File: config.mk
export PLATFORM = sky130hd
export DESIGN_NAME = exu_top
export DESIGN_NICKNAME = d
export VERILOG_FILES = /design/src/exu_pkg.sv /design/src/exu_alu.sv /design/src/exu_bjp.sv /design/src/exu_pipe_reg.sv /design/src/exu_commit.sv /design/src/exu_top.sv
export SDC_FILE = /design/constraint.sdc
export NUM_CORES = 1
export LEC_CHECK = 0
export BUFFER_PORTS_ARGS = -buffer_cell sky130_fd_sc_hd__buf_2
export CORE_MARGIN = 2
export CORE_UTILIZATION = 50
export CTS_BUF_LIST = sky130_fd_sc_hd__clkbuf_8
export DETAILED_ROUTE_END_ITERATION = 7
export GPL_TIMING_DRIVEN = 1
export PLACE_DENSITY = 0.85
export SYNTH_ARGS = -nofsm -noshare
export SYNTH_HDL_FRONTEND = slang
export SYNTH_HIERARCHICAL = 1
export SYNTH_SLANG_ARGS = --single-unit
File: constraint.sdc
create_clock -name clk -period 1.58 [get_ports clk]
set_input_delay 0.158 -clock clk [delete_from_list [all_inputs] [get_ports clk]]
set_output_delay 0.158 -clock clk [all_outputs]
set_load 0.02 [all_outputs]
File: src/exu_pkg.sv
package exu_pkg;

  localparam int OP_W      = 5;
  localparam int REG_IDX_W = 5;
  // writeback data width, fixed by the record layout
  localparam int WB_DATA_W = 64;

  // micro-op codes, 20 to 31 are unused and decode as illegal
  typedef enum logic [OP_W-1:0] {
    OP_ADD    = 5'd0,
    OP_SUB    = 5'd1,
    OP_SLL    = 5'd2,
    OP_SLT    = 5'd3,
    OP_SLTU   = 5'd4,
    OP_XOR    = 5'd5,
    OP_SRL    = 5'd6,
    OP_SRA    = 5'd7,
    OP_OR     = 5'd8,
    OP_AND    = 5'd9,
    OP_LUI    = 5'd10,
    OP_JAL    = 5'd11,
    OP_JALR   = 5'd12,
    OP_BEQ    = 5'd13,
    OP_BNE    = 5'd14,
    OP_BLT    = 5'd15,
    OP_BGE    = 5'd16,
    OP_BLTU   = 5'd17,
    OP_BGEU   = 5'd18,
    OP_EBREAK = 5'd19
  } exu_op_e;

  // which unit owns an op code
  typedef enum logic [1:0] {
    UNIT_ALU = 2'd0,
    UNIT_BJP = 2'd1,
    UNIT_SYS = 2'd2,
    UNIT_BAD = 2'd3
  } exu_unit_e;

  typedef enum logic [1:0] {
    TRAP_NONE    = 2'd0,
    TRAP_EBREAK  = 2'd1,
    TRAP_ILLEGAL = 2'd2
  } exu_trap_e;

  typedef struct packed {
    logic                 rd_wr_en;
    logic [REG_IDX_W-1:0] rd_idx;
    logic [WB_DATA_W-1:0] rd_data;
  } exu_wb_t;

  function automatic exu_unit_e op_unit(logic [OP_W-1:0] op);
    if (op <= OP_LUI) return UNIT_ALU;
    if (op <= OP_BGEU) return UNIT_BJP;
    if (op == OP_EBREAK) return UNIT_SYS;
    return UNIT_BAD;
  endfunction

  // conditional branches only, jal/jalr excluded
  function automatic logic is_cond_br(logic [OP_W-1:0] op);
    return (op >= OP_BEQ) && (op <= OP_BGEU);
  endfunction

endpackage

File: src/exu_alu.sv
`timescale 1ns/100ps

module exu_alu #(
  parameter int XLEN = 64
) (
  input  exu_pkg::exu_op_e  op_i,
  input  logic [XLEN-1:0]   op1_i,
  input  logic [XLEN-1:0]   op2_i,
  output logic [XLEN-1:0]   alu_res_o
);

  localparam int SHAMT_W = $clog2(XLEN);

  logic              is_sub;
  logic              ext1;
  logic              ext2;
  logic [XLEN:0]     add_a;
  logic [XLEN:0]     add_b;
  logic [XLEN:0]     adder_res;
  logic [SHAMT_W-1:0] shamt;
  logic [XLEN-1:0]   sll_res;
  logic [XLEN-1:0]   srl_res;
  logic [XLEN-1:0]   sra_res;
  logic [XLEN-1:0]   lt_res;

  // slt and sltu share the subtractor
  assign is_sub = (op_i == exu_pkg::OP_SUB) ||
                  (op_i == exu_pkg::OP_SLT) ||
                  (op_i == exu_pkg::OP_SLTU);

  // zero extension for sltu, sign extension otherwise
  assign ext1 = (op_i == exu_pkg::OP_SLTU) ? 1'b0 : op1_i[XLEN-1];
  assign ext2 = (op_i == exu_pkg::OP_SLTU) ? 1'b0 : op2_i[XLEN-1];

  assign add_a = {ext1, op1_i};
  assign add_b = is_sub ? ~{ext2, op2_i} : {ext2, op2_i};

  // extra top bit holds the sign of op1 - op2
  assign adder_res = add_a + add_b + {{XLEN{1'b0}}, is_sub};

  assign lt_res = {{(XLEN-1){1'b0}}, adder_res[XLEN]};

  assign shamt   = op2_i[SHAMT_W-1:0];
  assign sll_res = op1_i << shamt;
  assign srl_res = op1_i >> shamt;
  assign sra_res = $signed(op1_i) >>> shamt;

  always_comb begin
    case (op_i)
      exu_pkg::OP_ADD,
      exu_pkg::OP_SUB:  alu_res_o = adder_res[XLEN-1:0];
      exu_pkg::OP_SLL:  alu_res_o = sll_res;
      exu_pkg::OP_SLT,
      exu_pkg::OP_SLTU: alu_res_o = lt_res;
      exu_pkg::OP_XOR:  alu_res_o = op1_i ^ op2_i;
      exu_pkg::OP_SRL:  alu_res_o = srl_res;
      exu_pkg::OP_SRA:  alu_res_o = sra_res;
      exu_pkg::OP_OR:   alu_res_o = op1_i | op2_i;
      exu_pkg::OP_AND:  alu_res_o = op1_i & op2_i;
      // decoder places the shifted immediate in op2
      exu_pkg::OP_LUI:  alu_res_o = op2_i;
      // link value, decoder supplies pc and 4
      exu_pkg::OP_JAL,
      exu_pkg::OP_JALR: alu_res_o = adder_res[XLEN-1:0];
      default:          alu_res_o = '0;
    endcase
  end

  // commit relies on a clean zero for conditional branches
  always_comb begin
    if (exu_pkg::is_cond_br(op_i)) begin
      a_br_res_zero: assert (alu_res_o == '0)
        else $error("alu result not zero for branch op %0d", op_i);
    end
  end

endmodule

File: src/exu_bjp.sv
`timescale 1ns/100ps

module exu_bjp #(
  parameter int XLEN = 64
) (
  input  exu_pkg::exu_op_e op_i,
  input  logic [XLEN-1:0]  op1_i,
  input  logic [XLEN-1:0]  op2_i,
  input  logic [XLEN-1:0]  op1_jp_i,
  input  logic [XLEN-1:0]  op2_jp_i,
  output logic             jump_flag_o,
  output logic [XLEN-1:0]  jump_addr_o
);

  logic            cmp_eq;
  logic            cmp_lt;
  logic            cmp_ltu;
  logic            is_jalr;
  logic [XLEN-1:0] target_sum;

  // compare results, one of them picked per branch op
  assign cmp_eq  = (op1_i == op2_i);
  assign cmp_lt  = ($signed(op1_i) < $signed(op2_i));
  assign cmp_ltu = (op1_i < op2_i);

  always_comb begin
    case (op_i)
      exu_pkg::OP_JAL,
      exu_pkg::OP_JALR: jump_flag_o = 1'b1;
      exu_pkg::OP_BEQ:  jump_flag_o = cmp_eq;
      exu_pkg::OP_BNE:  jump_flag_o = !cmp_eq;
      exu_pkg::OP_BLT:  jump_flag_o = cmp_lt;
      exu_pkg::OP_BGE:  jump_flag_o = !cmp_lt;
      exu_pkg::OP_BLTU: jump_flag_o = cmp_ltu;
      exu_pkg::OP_BGEU: jump_flag_o = !cmp_ltu;
      default:          jump_flag_o = 1'b0;
    endcase
  end

  // target is pc + offset for branches and jal, rs1 + imm for jalr
  assign target_sum = op1_jp_i + op2_jp_i;
  assign is_jalr    = (op_i == exu_pkg::OP_JALR);

  // jalr drops bit 0 of its target
  assign jump_addr_o = {target_sum[XLEN-1:1], target_sum[0] & !is_jalr};

endmodule

File: src/exu_pipe_reg.sv
`timescale 1ns/100ps

module exu_pipe_reg #(
  parameter type T = logic
) (
  input  logic clk,
  input  logic rst_n_i,
  input  logic in_valid_i,
  input  T     in_data_i,
  output logic in_ready_o,
  input  logic out_ready_i,
  output logic out_valid_o,
  output T     out_data_o
);

  logic valid_q;
  logic load;
  T     data_q;

  // accept when empty or when the held item leaves this cycle
  assign in_ready_o = !valid_q || out_ready_i;
  assign load       = in_valid_i && in_ready_o;

  always_ff @(posedge clk or negedge rst_n_i) begin
    if (!rst_n_i) begin
      valid_q <= 1'b0;
    end else if (load) begin
      valid_q <= 1'b1;
    end else if (out_ready_i) begin
      valid_q <= 1'b0;
    end
  end

  always_ff @(posedge clk) begin
    if (load) begin
      data_q <= in_data_i;
    end
  end

  assign out_valid_o = valid_q;
  assign out_data_o  = data_q;

  // stalled item stays put until the consumer takes it
  a_hold_stable: assert property (
    @(posedge clk) disable iff (!rst_n_i)
    (out_valid_o && !out_ready_i) |=> (out_valid_o && $stable(out_data_o))
  ) else $error("output changed while stalled");

endmodule

File: src/exu_commit.sv
`timescale 1ns/100ps

module exu_commit #(
  parameter int XLEN = 64
) (
  input  logic                              clk,
  input  logic                              rst_n_i,
  input  logic                              valid_i,
  input  exu_pkg::exu_op_e                  op_i,
  input  logic                              rd_wr_en_i,
  input  logic [exu_pkg::REG_IDX_W-1:0]     rd_idx_i,
  input  logic [XLEN-1:0]                   alu_res_i,
  input  logic                              jump_flag_i,
  input  logic [XLEN-1:0]                   jump_addr_i,
  input  logic                              out_ready_i,
  output logic                              ready_o,
  output logic                              out_valid_o,
  output logic                              rd_wr_en_o,
  output logic [exu_pkg::REG_IDX_W-1:0]     rd_idx_o,
  output logic [XLEN-1:0]                   rd_data_o,
  output logic                              redirect_o,
  output logic [XLEN-1:0]                   redirect_addr_o,
  output exu_pkg::exu_trap_e                trap_o
);

  localparam int WB_DW = exu_pkg::WB_DATA_W;

  // writeback record plus redirect and trap side fields
  typedef struct packed {
    exu_pkg::exu_wb_t   wb;
    logic               redirect;
    exu_pkg::exu_trap_e trap;
  } commit_rec_t;

  exu_pkg::exu_unit_e unit;
  exu_pkg::exu_trap_e trap_cause;
  logic               trapped;
  commit_rec_t        rec_in;
  commit_rec_t        rec_q;
  logic               wb_ready;
  logic               wb_valid;
  logic               jp_ready;
  logic               jp_valid;
  logic [XLEN-1:0]    jp_addr_q;

  assign unit = exu_pkg::op_unit(op_i);

  always_comb begin
    case (unit)
      exu_pkg::UNIT_SYS: trap_cause = exu_pkg::TRAP_EBREAK;
      exu_pkg::UNIT_BAD: trap_cause = exu_pkg::TRAP_ILLEGAL;
      default:           trap_cause = exu_pkg::TRAP_NONE;
    endcase
  end

  assign trapped = (trap_cause != exu_pkg::TRAP_NONE);

  // trapped ops still pass through without side effects
  always_comb begin
    rec_in.wb.rd_wr_en = rd_wr_en_i && !trapped && !exu_pkg::is_cond_br(op_i);
    rec_in.wb.rd_idx   = rd_idx_i;
    rec_in.wb.rd_data  = WB_DW'(alu_res_i);
    rec_in.redirect    = jump_flag_i && !trapped;
    rec_in.trap        = trap_cause;
  end

  exu_pipe_reg #(.T(commit_rec_t)) u_wb_reg (
    .clk         (clk),
    .rst_n_i     (rst_n_i),
    .in_valid_i  (valid_i),
    .in_data_i   (rec_in),
    .in_ready_o  (wb_ready),
    .out_ready_i (out_ready_i),
    .out_valid_o (wb_valid),
    .out_data_o  (rec_q)
  );

  exu_pipe_reg #(.T(logic [XLEN-1:0])) u_jp_reg (
    .clk         (clk),
    .rst_n_i     (rst_n_i),
    .in_valid_i  (valid_i),
    .in_data_i   (jump_addr_i),
    .in_ready_o  (jp_ready),
    .out_ready_i (out_ready_i),
    .out_valid_o (jp_valid),
    .out_data_o  (jp_addr_q)
  );

  assign ready_o     = wb_ready && jp_ready;
  assign out_valid_o = wb_valid && jp_valid;

  // side fields read inactive while empty
  assign rd_wr_en_o      = out_valid_o && rec_q.wb.rd_wr_en;
  assign rd_idx_o        = rec_q.wb.rd_idx;
  assign rd_data_o       = rec_q.wb.rd_data[XLEN-1:0];
  assign redirect_o      = out_valid_o && rec_q.redirect;
  assign redirect_addr_o = jp_addr_q;
  assign trap_o          = out_valid_o ? rec_q.trap : exu_pkg::TRAP_NONE;

endmodule

File: src/exu_top.sv
`timescale 1ns/100ps

module exu_top #(
  parameter int XLEN = 64
) (
  input  logic                          clk,
  input  logic                          rst_n_i,
  input  logic                          valid_i,
  output logic                          ready_o,
  input  exu_pkg::exu_op_e              op_i,
  input  logic                          rd_wr_en_i,
  input  logic [exu_pkg::REG_IDX_W-1:0] rd_idx_i,
  input  logic [XLEN-1:0]               op1_i,
  input  logic [XLEN-1:0]               op2_i,
  input  logic [XLEN-1:0]               op1_jp_i,
  input  logic [XLEN-1:0]               op2_jp_i,
  input  logic                          out_ready_i,
  output logic                          out_valid_o,
  output logic                          rd_wr_en_o,
  output logic [exu_pkg::REG_IDX_W-1:0] rd_idx_o,
  output logic [XLEN-1:0]               rd_data_o,
  output logic                          redirect_o,
  output logic [XLEN-1:0]               redirect_addr_o,
  output exu_pkg::exu_trap_e            trap_o
);

  logic [XLEN-1:0] alu_res;
  logic            jump_flag;
  logic [XLEN-1:0] jump_addr;

  exu_alu #(.XLEN(XLEN)) u_alu (
    .op_i      (op_i),
    .op1_i     (op1_i),
    .op2_i     (op2_i),
    .alu_res_o (alu_res)
  );

  exu_bjp #(.XLEN(XLEN)) u_bjp (
    .op_i        (op_i),
    .op1_i       (op1_i),
    .op2_i       (op2_i),
    .op1_jp_i    (op1_jp_i),
    .op2_jp_i    (op2_jp_i),
    .jump_flag_o (jump_flag),
    .jump_addr_o (jump_addr)
  );

  exu_commit #(.XLEN(XLEN)) u_commit (
    .clk             (clk),
    .rst_n_i         (rst_n_i),
    .valid_i         (valid_i),
    .op_i            (op_i),
    .rd_wr_en_i      (rd_wr_en_i),
    .rd_idx_i        (rd_idx_i),
    .alu_res_i       (alu_res),
    .jump_flag_i     (jump_flag),
    .jump_addr_i     (jump_addr),
    .out_ready_i     (out_ready_i),
    .ready_o         (ready_o),
    .out_valid_o     (out_valid_o),
    .rd_wr_en_o      (rd_wr_en_o),
    .rd_idx_o        (rd_idx_o),
    .rd_data_o       (rd_data_o),
    .redirect_o      (redirect_o),
    .redirect_addr_o (redirect_addr_o),
    .trap_o          (trap_o)
  );

endmodule

==> results of run 1 <==
cells by family after synthesis:
group,after synthesis,synth area share
muxes,243,0.157
adders and majority gates,321,0.151
and+or+nand+nor,930,0.158
buffers and inverters,451,0.0713
AOI/OAI and AO/OA,1033,0.251
xor gates and xnor gates,173,0.0566
DFF,139,0.156
cell usage after synthesis, types with 16 or more instances:
cell / n
nor2b_1: 16
xnor2_1: 124
nand4_1: 50
nor2_1: 382
buf_2: 29
a21o_1: 87
a211oi_1: 40
o211ai_1: 50
a22oi_1: 48
mux4_2: 140
buf_1: 25
a31oi_1: 29
nand2b_1: 18
a221o_1: 20
nand3_1: 51
inv_1: 229
a21oi_1: 290
o221ai_1: 26
mux2i_1: 95
a221oi_1: 29
clkbuf_1: 132
o21a_1: 24
xor2_1: 49
nor3_1: 71
o21bai_1: 24
o21ai_0: 228
ha_1: 319
nand2_1: 232
edfxtp_1: 137
and2_1: 20
buf_4: 18
layer usage:
layer	overflow	GRT usage
met1	0	0.759
met4	4	0.779
met5	0	0.431
met2	1	0.915
met3	0	0.628
what timing repair did:
item | CTS
endpoints found under the hold margin | 10
gates cloned | 6
setup buffers | 108
setup endpoints to repair | 115
pin swaps | 213
resized for setup | 463
hold buffers | 11
metrics by stage:
stage | setup WS, ps | instances
after global placement | -2280 | 5364
after CTS | -1550 | 5507
after floorplan | -2110 | 3290
after detailed placement | -2340 | 5364
==> flow_summary.ini, run 1 <==
[status]
status = aborted with a tool error
lastStage = global routing (5_1_grt)
error = [ERROR GRT-0116] Global routing finished with congestion. Check the congestion regions in the DRC Viewer.

[cts]
cts_root_buf = clkbuf_8
clockBufferDepth = 2
cts_num_sinks = 139
numCtsBuffers = 17
h-tree-depth = 4

[logic_synthesis]
synth_cells = 3290
ys_warn_count = 6
netlist_area_um2 = 26800
ys_async_sr_fraction = 0.0144
ys_seq_area_frac = 0.156
synth_top_area_share = 0.154
synth_area_leaders = edfxtp_1, ha_1, mux4_2, a21oi_1, nor2_1
synth_nets = 3882
synthFlopType = edfxtp_1
synth.distinct_cells = 99
synth_top_cell_by_area = edfxtp_1
syn_area_per_cell_um2 = 8.13
synth_edf_count = 137
ys_seq_elements = 139

[floorplanning]
io_pins = 410
dieWidth_um = 235
initial_utilization = 0.507
die_y_um = 235
rows = 84

[global_route]
grt_max_degree = 104
first_global_vias = 42400
overflow = 5
grt_pass1_wl_um = 309000
grt_usage = 0.768

[placement]
detailed_place_hpwl_um = 123000
gp_congestion = 1.11
port_buffers = 409
placed_area_um2 = 39100
==> run 2, diff against run 1 <==
Settings changed: CORE_UTILIZATION 50 to 35, CTS_BUF_LIST sky130_fd_sc_hd__clkbuf_8 to not set, PLACE_DENSITY 0.85 to not set, PLACE_DENSITY_LB_ADDON set to 0.15.
Clock period 1.58 ns to 2.05 ns, I/O delays scaled along.
==> run 2 against run 1 <==
Synthesized cell count did not move. The flow now finishes, with violations (DRC, setup timing). Synthesized area unchanged.
==> flow_summary.ini, run 2 <==
[sta]
hold_slack_ps = 30.5
fin_worst_skew_ps = 11.7
maxSlewViolCount = 0
hold_violations = 0
fin_crit_ps = 3390
final.setup.tns_ps = -68240
fin_ws_ps = -1340
rsz0062_at_grt = true
relSlewSlack = 0.360
tightest_slew_ps = 955
period_share = 1.65
setup_viol = 90
fmax_mhz = 295

[worst_setup_path]
arrival_ps = 3620
path_class = in -> reg
cp-startpoint = op_i[0]
path_max_fanout = 6
critPathSlowestCell = o311a_1
path_delay_family = compound AO/OA/AOI/OAI gates
worst-path-buf-inv = 3
max_stage_delay_ps = 400
timing.rr.start = u_commit/u_jp_reg/out_valid_o
start_kind = primary input
crit_chain = buf_8 > nor3b_4 > o21ai_4 > buf_12 > clkbuf_16 > xnor2_2 > ha_1 > a21oi_1 > o21a_1 > o311a_1 > o2bb2ai_4 > o211ai_1 > a31oi_2 > nand3_1 > and4b_1 > or3_1
end_kind = flop
required_ps = 2280

[global_route]
first_global_vias = 31700
overflow = 0
grt_max_degree = 107
grt_usage = 0.361
antenna_found_initial = 8
grt_pass1_wl_um = 208000

[drt]
drt-total-wl_um = 148000
drt_iter0_drc = 3606
route.vias.total = 33000
vias_per_cell = 5.79
drtAntennaViolNets = 0
drt_first_pass_iters = 8
routedWlPerCell_um = 26.0
drc = 21

[placement]
dp_cells = 5604
placed_area_um2 = 38700
post-place-ws_ps = -2080
gp_congestion = 1.04
port_buffers = 409
detailed_place_hpwl_um = 122000

[status]
status = complete, but fails checks
violations = DRC, setup timing

[cells_and_area]
final_cell_mix = buf_4, buf_2, nor2_1
final_layout_size_suffix_gt1_frac = 0.459
nets = 5299
final_common_cell = buf_4
largest_reg_flops = 73
area_growth_pct = 57.0
num-fill-cells = 7265
fin_cells = 5701
final_util = 0.554
design_area_um2 = 42000

[logic_synthesis]
synth_top_area_share = 0.154
syn_area_per_cell_um2 = 8.13
synthTopCellsByCount = nor2_1, ha_1, a21oi_1
synth_cells = 3290
synth_nets = 3882
netlist_area_um2 = 26800
synth_edf_count = 137
ys_warn_count = 6
yosys.cell_count.top_type = nor2_1
ys_seq_elements = 139
synth_area_leaders = edfxtp_1, ha_1, mux4_2, a21oi_1, nor2_1
synth_top_cell_by_area = edfxtp_1
ys_async_sr_fraction = 0.0144
synthFlopType = edfxtp_1
ys_seq_area_frac = 0.156
synth.distinct_cells = 99

[floorplanning]
die_area_um2 = 78700
initial_utilization = 0.353
rows = 101
io_pins = 410
die_y_um = 281
dieWidth_um = 281
coreArea_um2 = 75800

[cts]
cts_num_sinks = 139
h-tree-depth = 4
insertion_delay_ps = 490
tritoncts = done
clockBufferDepth = 2
cts_root_buf = clkbuf_16
path_clk_slew_ps = 70
numCtsBuffers = 17

[worst_hold_path]
hold_class = in -> async

[pwr]
p_leak_nw = 19.6
ir_worst_vdd_mv = 0.622
finalPower_mw = 19.5
p_per_area_nw_per_um2 = 464

[job]
cap_violations = 0
-- run 2: cell counts after synthesis --
Identical to the previous run, type by type.
-- run 2: path summary, 6_finish.rpt --
check | to | slack [ps] | cells past startpoint
max | u_commit/u_wb_reg/out_data_o[3] | -1340 | 16
min | u_commit/u_wb_reg/out_valid_o | 30 | 2
max reg2reg | u_commit/u_jp_reg/out_data_o[62] | 500 | 3
min reg2reg | u_commit/u_jp_reg/out_valid_o | 690 | 2
max in group asynchronous | u_commit/u_jp_reg/out_valid_o | 1930 | 2
min in group clk | u_commit/u_wb_reg/out_data_o[72] | 50 | 2
-- run 2: repair_timing --
action,in CTS,in global routing
pin swaps,38,117
endpoints found under the setup margin,100,103
cloned,0,5
hold buffers,9,0
hold endpoints to repair,9,0
gates resized for setup,137,279
setup buffers,10,43
-- run 2: cells by family after synthesis --
family / after synthesis / share of synthesized area
AO/OA/AOI/OAI: 1033 / 0.251
flip-flops: 139 / 0.156
adder cells (fa/ha/maj): 321 / 0.151
multiplexers: 243 / 0.157
buffers and inverters: 451 / 0.0713
AND/OR/NAND/NOR: 930 / 0.158
XOR/XNOR: 173 / 0.0566
-- run 2: worst reg2reg max path, cell delays in order (launching register included) --
cell,delay [ps]
dfrtp_1,490
nand2b_4,120
and2_4,370
buf_12,260
-- run 2: where the power goes --
| group | switching [mW] | internal (mW) |
|---|---|---|
| clock | 1.69 | 1.73 |
| combinational | 6.70 | 5.78 |
| sequential | 0.105 | 3.51 |
| total | 8.50 | 11.0 |
-- run 2: final cells by class --
class / count / area [µm²] / share of cell area
Sequential cell: 139 / 4160 / 0.0991
Inverter: 232 / 876 / 0.0208
Timing Repair Buffer: 1617 / 11900 / 0.284
Clock buffer: 18 / 429 / 0.0102
Antenna cell: 3 / 7.51 / 0.000179
Clock inverter: 14 / 156 / 0.00372
Tap cell: 978 / 1220 / 0.0291
Multi-Input combinational cell: 2700 / 23200 / 0.553
-- run 2: metal layers --
metal / wire length, µm / GRT usage / vias up
met5: 66 / 0 / -
met4: 12200 / 0.247 / 10
met3: 11200 / 0.0542 / 432
met2: 67800 / 0.595 / 1769
met1: 57000 / 0.434 / 15600
li1: - / - / 15100
(Power assumes the default switching activity.)
